### config.mk
export PLATFORM = sky130hd
export DESIGN_NAME = pref_top
export DESIGN_NICKNAME = d
export VERILOG_FILES = /design/src/pref_cfg_pkg.sv /design/src/pref_entry_pkg.sv /design/src/pref_train_if.sv /design/src/pref_load_monitor.sv /design/src/pref_recent_filter.sv /design/src/pref_ring_fifo.sv /design/src/pref_stream_gen.sv /design/src/pref_stride_table.sv /design/src/pref_top.sv
export SDC_FILE = /design/constraint.sdc
export NUM_CORES = 2
export LEC_CHECK = 0
export ABC_CLOCK_PERIOD_IN_PS = 8400
export BUFFER_PORTS_ARGS = -buffer_cell sky130_fd_sc_hd__buf_2
export CORE_MARGIN = 2
export CORE_UTILIZATION = 55
export DETAILED_ROUTE_END_ITERATION = 10
export PLACE_DENSITY_LB_ADDON = 0.05
export SETUP_SLACK_MARGIN = 0.4
export SLEW_MARGIN = 20
export SYNTH_ARGS = -nofsm -noshare
export SYNTH_HDL_FRONTEND = slang
export SYNTH_SLANG_ARGS = --single-unit
### constraint.sdc
create_clock -name i_clk -period 8.4 [get_ports i_clk]
set_input_delay 1.68 -clock i_clk [delete_from_list [all_inputs] [get_ports i_clk]]
set_output_delay 1.68 -clock i_clk [all_outputs]
set_load 0.005 [all_outputs]
### src/pref_cfg_pkg.sv
// stride prefetcher address geometry, table sizes and word types
package pref_cfg_pkg;

  // ----------------------------------------
  // address geometry
  // ----------------------------------------
  localparam int VADDR_W    = 32;  // data and instruction addresses
  localparam int LINE_W     = 6;   // 64 byte lines
  localparam int PAGE_OFS_W = 12;  // 4 KiB page offset

  // ----------------------------------------
  // table and queue sizes
  // ----------------------------------------
  localparam int IPT_SIZE    = 16;  // indexed by pc[4:1]
  localparam int IPT_IDX_W   = $clog2(IPT_SIZE);
  localparam int PC_TAG_W    = 9;   // pc bits kept above the index
  localparam int NUM_DEGREE  = 4;   // prefetches per stream request
  localparam int FILTER_SIZE = 16;  // recent line slots
  localparam int REQ_DEPTH   = 4;
  localparam int ISSUE_DEPTH = 8;

  typedef logic [VADDR_W-1:0]             vaddr_t;
  typedef logic [VADDR_W-LINE_W-1:0]      line_t;    // address without line offset
  typedef logic [$clog2(NUM_DEGREE)-1:0]  degree_t;  // addresses done in a stream
  typedef logic [$clog2(FILTER_SIZE)-1:0] slot_t;    // recent filter slot number

endpackage

### src/pref_entry_pkg.sv
// stride table entry, stream request and generator state types
package pref_entry_pkg;

  typedef logic [pref_cfg_pkg::IPT_IDX_W-1:0] ipt_idx_t;
  typedef logic [pref_cfg_pkg::PC_TAG_W-1:0]  pc_tag_t;

  // difference of two page offsets, wraps inside the page
  typedef logic signed [pref_cfg_pkg::PAGE_OFS_W-1:0] stride_t;

  typedef logic [1:0] conf_t;  // saturating, 3 is max

  // ----------------------------------------
  // one stride table entry per load pc
  // ----------------------------------------
  typedef struct packed {
    logic                                valid;
    pc_tag_t                             tag;
    logic [pref_cfg_pkg::PAGE_OFS_W-1:0] last_ofs;  // page offset of last load
    stride_t                             stride;
    conf_t                               conf;
  } ipt_entry_t;

  // confirmed stream waiting for the generator
  typedef struct packed {
    pref_cfg_pkg::vaddr_t base;  // address of the confirming load
    stride_t              stride;
  } stream_req_t;

  typedef enum logic {
    GEN_IDLE = 1'b0,  // waiting for a request
    GEN_RUN  = 1'b1   // expanding addresses
  } gen_state_t;

endpackage

### src/pref_train_if.sv
// training channel from the load monitor to the stride table
interface pref_train_if;
  import pref_cfg_pkg::*;
  import pref_entry_pkg::*;

  logic     valid;  // one cycle per accepted load
  ipt_idx_t idx;    // pc[4:1]
  pc_tag_t  tag;    // pc bits above the index
  vaddr_t   vaddr;  // load data address

  modport mon (
    output valid,
    output idx,
    output tag,
    output vaddr
  );

  modport tbl (
    input valid,
    input idx,
    input tag,
    input vaddr
  );

endinterface

### src/pref_load_monitor.sv
// load monitor, registers load reports and drops repeated line touches
module pref_load_monitor (
  input  logic                 i_clk,
  input  logic                 i_reset_n,
  input  logic                 i_ld_valid,
  input  pref_cfg_pkg::vaddr_t i_ld_pc,
  input  pref_cfg_pkg::vaddr_t i_ld_vaddr,
  pref_train_if.mon            train
);
  import pref_cfg_pkg::*;

  logic   r_ld_valid;
  vaddr_t r_ld_pc;
  vaddr_t r_ld_vaddr;
  logic   r_last_valid;  // something accepted since reset
  vaddr_t r_last_pc;
  line_t  r_last_line;
  line_t  w_line;
  logic   w_repeat;
  logic   w_accept;

  // ----------------------------------------
  // stage 1, capture the load report
  // ----------------------------------------
  always_ff @(posedge i_clk or negedge i_reset_n) begin
    if (!i_reset_n) begin
      r_ld_valid <= 1'b0;
    end else begin
      r_ld_valid <= i_ld_valid;
    end
  end

  always_ff @(posedge i_clk) begin
    r_ld_pc    <= i_ld_pc;
    r_ld_vaddr <= i_ld_vaddr;
  end

  // ----------------------------------------
  // stage 2, repeat check and training strobe
  // ----------------------------------------
  assign w_line   = r_ld_vaddr[VADDR_W-1:LINE_W];
  assign w_repeat = r_last_valid && (r_last_pc == r_ld_pc) && (r_last_line == w_line);
  assign w_accept = r_ld_valid && !w_repeat;

  always_ff @(posedge i_clk or negedge i_reset_n) begin
    if (!i_reset_n) begin
      train.valid  <= 1'b0;
      r_last_valid <= 1'b0;
    end else begin
      train.valid <= w_accept;
      if (w_accept) r_last_valid <= 1'b1;
    end
  end

  always_ff @(posedge i_clk) begin
    if (w_accept) begin
      r_last_pc   <= r_ld_pc;
      r_last_line <= w_line;
      train.idx   <= r_ld_pc[1 +: IPT_IDX_W];          // bit 0 never used by pc
      train.tag   <= r_ld_pc[IPT_IDX_W+1 +: PC_TAG_W];
      train.vaddr <= r_ld_vaddr;
    end
  end

  // back to back strobes always carry a new instruction or line
  a_no_repeat: assert property (@(posedge i_clk) disable iff (!i_reset_n)
    train.valid && $past(train.valid) |->
      {train.tag, train.idx, train.vaddr[VADDR_W-1:LINE_W]} !=
      $past({train.tag, train.idx, train.vaddr[VADDR_W-1:LINE_W]}));

endmodule

### src/pref_recent_filter.sv
// recent line filter with round-robin slots, in front of the issue FIFO
module pref_recent_filter (
  input  logic                 i_clk,
  input  logic                 i_reset_n,
  input  logic                 i_gen_valid,
  input  pref_cfg_pkg::vaddr_t i_gen_vaddr,
  output logic                 o_accept,
  input  logic                 i_pref_ready,
  output logic                 o_pref_valid,
  output pref_cfg_pkg::vaddr_t o_pref_vaddr
);
  import pref_cfg_pkg::*;

  line_t            r_lines [FILTER_SIZE];
  logic [FILTER_SIZE-1:0] r_slot_valid;
  slot_t            r_rr_ptr;      // next slot to overwrite
  line_t            w_line;
  logic [FILTER_SIZE-1:0] w_hit;
  logic             w_push;
  logic             w_pop;
  logic             w_full;
  logic             w_empty;
  vaddr_t           w_issue_vaddr;

  assign w_line = i_gen_vaddr[VADDR_W-1:LINE_W];

  always_comb begin
    for (int i = 0; i < FILTER_SIZE; i++) begin
      w_hit[i] = r_slot_valid[i] && (r_lines[i] == w_line);
    end
  end

  assign o_accept = !w_full;
  assign w_push   = i_gen_valid && o_accept && !(|w_hit);  // hit is dropped

  always_ff @(posedge i_clk or negedge i_reset_n) begin
    if (!i_reset_n) begin
      r_slot_valid <= '0;
      r_rr_ptr     <= '0;
    end else if (w_push) begin
      r_slot_valid[r_rr_ptr] <= 1'b1;
      r_rr_ptr               <= r_rr_ptr + 1'b1;
    end
  end

  always_ff @(posedge i_clk) begin
    if (w_push) r_lines[r_rr_ptr] <= w_line;
  end

  // ----------------------------------------
  // issue FIFO, drained by the cache pipe
  // ----------------------------------------
  pref_ring_fifo #(
    .DEPTH (ISSUE_DEPTH),
    .T     (vaddr_t)
  ) u_issue_fifo (
    .i_clk     (i_clk),
    .i_reset_n (i_reset_n),
    .i_push    (w_push),
    .i_data    (i_gen_vaddr),
    .i_pop     (w_pop),
    .o_data    (w_issue_vaddr),
    .o_empty   (w_empty),
    .o_full    (w_full)
  );

  assign w_pop        = i_pref_ready && !w_empty;
  assign o_pref_valid = w_pop;          // popped in the same cycle
  assign o_pref_vaddr = w_issue_vaddr;

endmodule

### src/pref_ring_fifo.sv
// ring buffer FIFO, depth and element type set by parameters
module pref_ring_fifo #(
  parameter int  DEPTH = 4,
  parameter type T     = logic [31:0]
) (
  input  logic i_clk,
  input  logic i_reset_n,
  input  logic i_push,
  input  T     i_data,
  input  logic i_pop,
  output T     o_data,
  output logic o_empty,
  output logic o_full
);

  typedef logic [$clog2(DEPTH)-1:0]   ptr_t;
  typedef logic [$clog2(DEPTH+1)-1:0] cnt_t;

  T     r_mem [DEPTH];
  ptr_t r_wr_ptr;
  ptr_t r_rd_ptr;
  cnt_t r_count;
  logic w_wr;
  logic w_rd;

  assign o_empty = (r_count == '0);
  assign o_full  = (r_count == cnt_t'(DEPTH));
  assign o_data  = r_mem[r_rd_ptr];  // oldest entry
  assign w_wr    = i_push && !o_full;
  assign w_rd    = i_pop && !o_empty;

  always_ff @(posedge i_clk or negedge i_reset_n) begin
    if (!i_reset_n) begin
      r_wr_ptr <= '0;
      r_rd_ptr <= '0;
      r_count  <= '0;
    end else begin
      if (w_wr) r_wr_ptr <= (r_wr_ptr == ptr_t'(DEPTH - 1)) ? '0 : r_wr_ptr + 1'b1;
      if (w_rd) r_rd_ptr <= (r_rd_ptr == ptr_t'(DEPTH - 1)) ? '0 : r_rd_ptr + 1'b1;
      if (w_wr && !w_rd) r_count <= r_count + 1'b1;
      else if (w_rd && !w_wr) r_count <= r_count - 1'b1;
    end
  end

  always_ff @(posedge i_clk) begin
    if (w_wr) r_mem[r_wr_ptr] <= i_data;
  end

  a_no_pop_empty: assert property (@(posedge i_clk) disable iff (!i_reset_n)
    i_pop |-> !o_empty);
  a_no_push_full: assert property (@(posedge i_clk) disable iff (!i_reset_n)
    i_push |-> !o_full);

endmodule

### src/pref_stream_gen.sv
// stream generator, expands one stream request into NUM_DEGREE addresses
module pref_stream_gen (
  input  logic                        i_clk,
  input  logic                        i_reset_n,
  input  logic                        i_req_empty,
  input  pref_entry_pkg::stream_req_t i_req,
  output logic                        o_req_pop,
  output logic                        o_gen_valid,
  output pref_cfg_pkg::vaddr_t        o_gen_vaddr,
  input  logic                        i_accept
);
  import pref_cfg_pkg::*;
  import pref_entry_pkg::*;

  gen_state_t r_state;
  degree_t    r_degree;
  vaddr_t     r_vaddr;
  vaddr_t     r_stride;      // sign extended
  vaddr_t     w_req_stride;

  assign w_req_stride = vaddr_t'($signed(i_req.stride));
  assign o_req_pop    = (r_state == GEN_IDLE) && !i_req_empty;
  assign o_gen_valid  = (r_state == GEN_RUN);
  assign o_gen_vaddr  = r_vaddr;

  // ----------------------------------------
  // FSM and degree count
  // ----------------------------------------
  always_ff @(posedge i_clk or negedge i_reset_n) begin
    if (!i_reset_n) begin
      r_state  <= GEN_IDLE;
      r_degree <= '0;
    end else begin
      case (r_state)
        GEN_IDLE: begin
          if (o_req_pop) begin
            r_state  <= GEN_RUN;
            r_degree <= '0;
          end
        end
        GEN_RUN: begin
          if (i_accept) begin  // held while the issue FIFO is full
            if (r_degree == degree_t'(NUM_DEGREE - 1)) r_state <= GEN_IDLE;
            else r_degree <= r_degree + 1'b1;
          end
        end
        default: r_state <= GEN_IDLE;
      endcase
    end
  end

  // first address is one stride past the load
  always_ff @(posedge i_clk) begin
    if (o_req_pop) begin
      r_vaddr  <= i_req.base + w_req_stride;
      r_stride <= w_req_stride;
    end else if (o_gen_valid && i_accept) begin
      r_vaddr <= r_vaddr + r_stride;
    end
  end

endmodule

### src/pref_stride_table.sv
// stride table, learns stride and confidence per load pc and emits streams
module pref_stride_table (
  input  logic                        i_clk,
  input  logic                        i_reset_n,
  pref_train_if.tbl                   train,
  input  logic                        i_req_full,
  output logic                        o_req_push,
  output pref_entry_pkg::stream_req_t o_req
);
  import pref_cfg_pkg::*;
  import pref_entry_pkg::*;

  ipt_entry_t            r_entries [IPT_SIZE];
  ipt_entry_t            w_entry;   // entry selected by the training pc
  logic [PAGE_OFS_W-1:0] w_ofs;
  stride_t               w_stride;
  logic                  w_hit;
  logic                  w_match;   // same stride as last time

  function automatic conf_t inc_conf(conf_t c);
    return (c == 2'd3) ? c : c + 2'd1;
  endfunction

  function automatic conf_t dec_conf(conf_t c);
    return (c == 2'd0) ? c : c - 2'd1;
  endfunction

  // ----------------------------------------
  // lookup
  // ----------------------------------------
  assign w_entry  = r_entries[train.idx];
  assign w_ofs    = train.vaddr[PAGE_OFS_W-1:0];
  assign w_stride = w_ofs - w_entry.last_ofs;  // wraps inside the page
  assign w_hit    = w_entry.valid && (w_entry.tag == train.tag);
  assign w_match  = (w_stride == w_entry.stride);

  // confirmed only with two matching strides already seen
  assign o_req_push = train.valid && w_hit && w_match && (w_entry.conf >= 2'd2) &&
                      (w_stride != '0) && !i_req_full;
  assign o_req.base   = train.vaddr;
  assign o_req.stride = w_stride;

  // ----------------------------------------
  // update
  // ----------------------------------------
  always_ff @(posedge i_clk or negedge i_reset_n) begin
    if (!i_reset_n) begin
      for (int i = 0; i < IPT_SIZE; i++) begin
        r_entries[i] <= '0;
      end
    end else if (train.valid) begin
      if (w_hit) begin
        r_entries[train.idx].last_ofs <= w_ofs;
        r_entries[train.idx].stride   <= w_stride;
        r_entries[train.idx].conf     <= w_match ? inc_conf(w_entry.conf)
                                                 : dec_conf(w_entry.conf);
      end else begin
        // new pc or another pc on the same index, start over
        r_entries[train.idx] <= '{valid:    1'b1,
                                  tag:      train.tag,
                                  last_ofs: w_ofs,
                                  stride:   '0,
                                  conf:     '0};
      end
    end
  end

  // a confirmed stream leaves its entry saturated with the pushed stride
  a_push_saturates: assert property (@(posedge i_clk) disable iff (!i_reset_n)
    o_req_push |=> (r_entries[$past(train.idx)].conf == 2'd3) &&
                   (r_entries[$past(train.idx)].stride == $past(o_req.stride)));

endmodule

### src/pref_top.sv
// stride prefetcher top, load monitor through to the prefetch issue port
module pref_top (
  input  logic                 i_clk,
  input  logic                 i_reset_n,
  input  logic                 i_ld_valid,
  input  pref_cfg_pkg::vaddr_t i_ld_pc,
  input  pref_cfg_pkg::vaddr_t i_ld_vaddr,
  input  logic                 i_pref_ready,
  output logic                 o_pref_valid,
  output pref_cfg_pkg::vaddr_t o_pref_vaddr
);
  import pref_cfg_pkg::*;
  import pref_entry_pkg::*;

  logic        w_req_push;
  stream_req_t w_req_in;
  logic        w_req_pop;
  stream_req_t w_req_out;
  logic        w_req_empty;
  logic        w_req_full;
  logic        w_gen_valid;
  vaddr_t      w_gen_vaddr;
  logic        w_accept;

  pref_train_if u_train_if ();

  pref_load_monitor u_monitor (
    .i_clk      (i_clk),
    .i_reset_n  (i_reset_n),
    .i_ld_valid (i_ld_valid),
    .i_ld_pc    (i_ld_pc),
    .i_ld_vaddr (i_ld_vaddr),
    .train      (u_train_if.mon)
  );

  pref_stride_table u_table (
    .i_clk      (i_clk),
    .i_reset_n  (i_reset_n),
    .train      (u_train_if.tbl),
    .i_req_full (w_req_full),
    .o_req_push (w_req_push),
    .o_req      (w_req_in)
  );

  // confirmed streams waiting for the generator
  pref_ring_fifo #(
    .DEPTH (REQ_DEPTH),
    .T     (stream_req_t)
  ) u_req_fifo (
    .i_clk     (i_clk),
    .i_reset_n (i_reset_n),
    .i_push    (w_req_push),
    .i_data    (w_req_in),
    .i_pop     (w_req_pop),
    .o_data    (w_req_out),
    .o_empty   (w_req_empty),
    .o_full    (w_req_full)
  );

  pref_stream_gen u_gen (
    .i_clk       (i_clk),
    .i_reset_n   (i_reset_n),
    .i_req_empty (w_req_empty),
    .i_req       (w_req_out),
    .o_req_pop   (w_req_pop),
    .o_gen_valid (w_gen_valid),
    .o_gen_vaddr (w_gen_vaddr),
    .i_accept    (w_accept)
  );

  pref_recent_filter u_filter (
    .i_clk        (i_clk),
    .i_reset_n    (i_reset_n),
    .i_gen_valid  (w_gen_valid),
    .i_gen_vaddr  (w_gen_vaddr),
    .o_accept     (w_accept),
    .i_pref_ready (i_pref_ready),
    .o_pref_valid (o_pref_valid),
    .o_pref_vaddr (o_pref_vaddr)
  );

endmodule

==> impl_metrics.env <==
export IMPL_track_usage=0.249
export IMPL_cts_max_path_buffers=3
export IMPL_die_w_microns=361
export IMPL_crit_required_ns=8.87
export IMPL_grt_pass1_wl_mm=243
export IMPL_wl_per_cell_microns=24.4
export IMPL_die_area_sq_um=130000
export IMPL_area_growth_pct=11.5
export IMPL_crit_path_cell_trace="buf_4 > buf_12 > buf_4 > nor2b_1 > a221oi_1 > a21oi_1 > xor2_1 > nand4_1 > or4_1 > nor3_2 > and2_2 > buf_4"
export IMPL_gp_congestion=0.840
export IMPL_dpl_cell_count=6195
export IMPL_ff2ff_setup_slack_ns=1.78
export IMPL_grt_max_degree=134
export IMPL_yosysSeqAreaShare=0.648
export IMPL_power_per_cell_area_nw_per_um2=237
export IMPL_drt_iter0_markers=3107
export IMPL_cts_tree="yes"
export IMPL_dp_final_hpwl_mm=93.0
export IMPL_cts_setup_buffers=0
export IMPL_r2r_cells=12
export IMPL_clkSinkCount=1639
export IMPL_finalSetupTns_ns=0
export IMPL_clockRootBuffer="clkbuf_16"
export IMPL_drt_total_wl_mm=159
export IMPL_syn_area_per_cell_sq_um=15.3
export IMPL_reg2reg_to="u_req_fifo.r_mem[2][13]"
export IMPL_overflow=0
export IMPL_worstMarginPinSlew_ns=1.03
export IMPL_period_needed_ns=6.62
export IMPL_cts_buffers=169
export IMPL_die_h_microns=361
export IMPL_async_flop_share=0.378
export IMPL_fmax_mhz=151
export IMPL_hold_buffers=0
export IMPL_place_area_sq_um=72700
export IMPL_instances_no_fill=6510
export IMPL_max_slew_margin=0.308
export IMPL_finalWorstSetupSlack_ns=1.78
export IMPL_p_leak_nw=29.0
export IMPL_crit_slowest_cell="edfxtp_1"
export IMPL_grt_antenna_before_repair=4
export IMPL_viasPerCell=5.84
export IMPL_numPortBuffers=100
export IMPL_syn_num_nets=4738
export IMPL_drive_gt1_frac=0.236
export IMPL_worstSkewPairLatency_ns=0.79
export IMPL_maxSlewViolCount=0
export IMPL_crit_top_cell="buf_4"
export IMPL_start_kind="register"
export IMPL_initial_core_util=0.552
export IMPL_design_portCount=101
export IMPL_antenna_cells=0
export IMPL_rows=131
export IMPL_slowest_delay_ns=0.98
export IMPL_fin_crit_sh=0.788
export IMPL_synthCells=4573
export IMPL_setup_viol=0
export IMPL_final_hold_viol_count=0
export IMPL_ys_ff_latch=1639
export IMPL_yosysWarnings=0
export IMPL_synth_edff_count=956
export IMPL_dr_pass1_iters=6
export IMPL_clkTransAtPathRegs_ns=0.06
export IMPL_synth_top_flop_cell="edfxtp_1"
export IMPL_rsz0062_at_grt="false"
export IMPL_cts_resized_gates=0
export IMPL_syn_area_sq_um=70200
export IMPL_cts_max_level=4
export IMPL_grt_pass1_vias=38675
export IMPL_place_ws_ns=1.69
export IMPL_finish_instance_area_sq_um=78200
export IMPL_crit_fanout=61
export IMPL_min_path_type="reg2reg"
export IMPL_cap_violations=0
export IMPL_reg2reg_from="u_monitor.train.idx[1]"
export IMPL_route_detailed_drc=0
export IMPL_hp_start="u_monitor.r_ld_vaddr[2]"
export IMPL_vias=38049
export IMPL_min_path_cells=0
export IMPL_netlist_cell_type_count=82
export IMPL_path_class="reg2reg"
export IMPL_core_area_sq_um=127000
export IMPL_vdd_ir_drop_max_v=0.000230
export IMPL_holdPathEnd="u_monitor.train.vaddr[2]"
export IMPL_antenna_left=0
export IMPL_status="complete, no violations"
export IMPL_fin_nets=4872
export IMPL_worstSetupEndpointType="register"
export IMPL_finClkSkew_ns=0.0207
export IMPL_crit_arrival_ns=7.09
[stage by stage]
step,hold WS (ns),utilization,power [mW]
2_1_floorplan,0.386,-,10.8
3_3_place_gp,0.390,0.572,11.3
3_5_place_dp,0.391,0.572,11.3
4_1_cts,0.405,0.615,18.7
5_1_grt,0.418,0.616,19.2
6_report,0.403,0.616,18.5
[worst max-delay path: cells and delay by family (launching register included)]
| kind | cells | cell delay, ns |
|---|---|---|
| buf+inv | 4 | 1.64 |
| xor+xnor | 1 | 0.20 |
| simple gates | 5 | 3.02 |
| flops | 1 | 0.98 |
| compound gates | 2 | 0.39 |
[cell usage after synthesis, drive strengths merged (3+ instances only)]
cell type	count	area [sq um]
a311o	3	30.0
and4	5	43.8
a221oi	12	111
dfrtp	619	15500
or3	9	56.3
o2111ai	4	35.0
mux4	270	6140
o31a	3	26.3
o22ai	5	31.3
o21bai	28	210
fa	5	100
a211o	4	35.0
nand3	19	95.1
inv	58	218
mux2i	24	240
and3	4	25.0
xnor2	319	2790
nand2	369	1390
o31ai	4	30.0
or2	21	131
buf	84	544
a21o	37	278
a31oi	12	75.1
nand4	99	619
o21a	9	67.6
a22o	6	52.6
mux2	328	3690
nor3	36	195
o21ai	330	1650
dfxtp	64	1280
a21oi	78	394
o211ai	6	45.0
or4	5	37.5
and2	9	60.1
nor2b	20	125
clkbuf	172	649
nand2b	15	93.8
a211oi	11	82.6
nor2	88	370
edfxtp	956	28700
xor2	234	2050
nor4	62	394
ha	92	1150
nor3b	6	45.0
[placed cells by master (no fill, tap or decap), drive strengths merged, types with 37 or more instances in the layout]
master,count
edfxtp,956
nor2,88
dfxtp,64
nor4,62
clkbuf,229
mux4,270
mux2,328
ha,92
xor2,234
nand4,99
dfrtp,619
a21o,37
xnor2,319
a21oi,78
nand2,369
clkinv,57
o21ai,330
inv,69
buf,219
[cell type report]
| cell class | instances | area (sq um) |
|---|---|---|
| fillers | 9536 | 48800 |
| flip-flops and latches | 1639 | 45500 |
| multi-input cells | 2619 | 23400 |
| clock buffers | 229 | 4750 |
| well taps | 1662 | 2080 |
| repair buffers | 219 | 1490 |
| clock inverters | 83 | 749 |
| inverters | 59 | 221 |
[logic make-up after synthesis]
logic type,count (synthesis),synth area share
fa+ha+maj,97,0.0178
xor+xnor,555,0.0697
flops,1639,0.648
compound gates,575,0.0480
simple gates,770,0.0528
buf+inv,315,0.0202
mux,622,0.144
[worst max path at each step]
stage                     cells past startpoint                      end              startpoint
after global placement                       15  u_req_fifo.r_mem[2][22]  u_monitor.train.idx[1]
after global routing                         16  u_req_fifo.r_mem[2][13]  u_monitor.train.idx[1]
after CTS                                    16  u_req_fifo.r_mem[2][13]  u_monitor.train.idx[1]
after floorplan                              21   u_req_fifo.r_mem[2][0]  u_monitor.train.idx[0]
final                                        12  u_req_fifo.r_mem[2][13]  u_monitor.train.idx[1]
after detailed placement                     16  u_req_fifo.r_mem[2][26]  u_monitor.train.idx[1]
[layer usage]
| metal | GRT usage | wire [microns] | up-vias |
|---|---|---|---|
| li1 | - | - | 17346 |
| met1 | 0.344 | 70600 | 19730 |
| met2 | 0.414 | 78200 | 749 |
| met3 | 0.0364 | 6300 | 224 |
| met4 | 0.0737 | 4010 | 0 |
| met5 | 0 | 0 | - |
[power by group]
part / leakage [nW] / switching [mW] / total, mW / internal (mW)
sequential: 17.2 / 0.341 / 9.48 / 9.14
combinational: 9.13 / 0.770 / 1.66 / 0.893
clock: 2.70 / 3.08 / 7.39 / 4.31
total: 29.0 / 4.20 / 18.5 / 14.3
(Power assumes the default switching activity.)
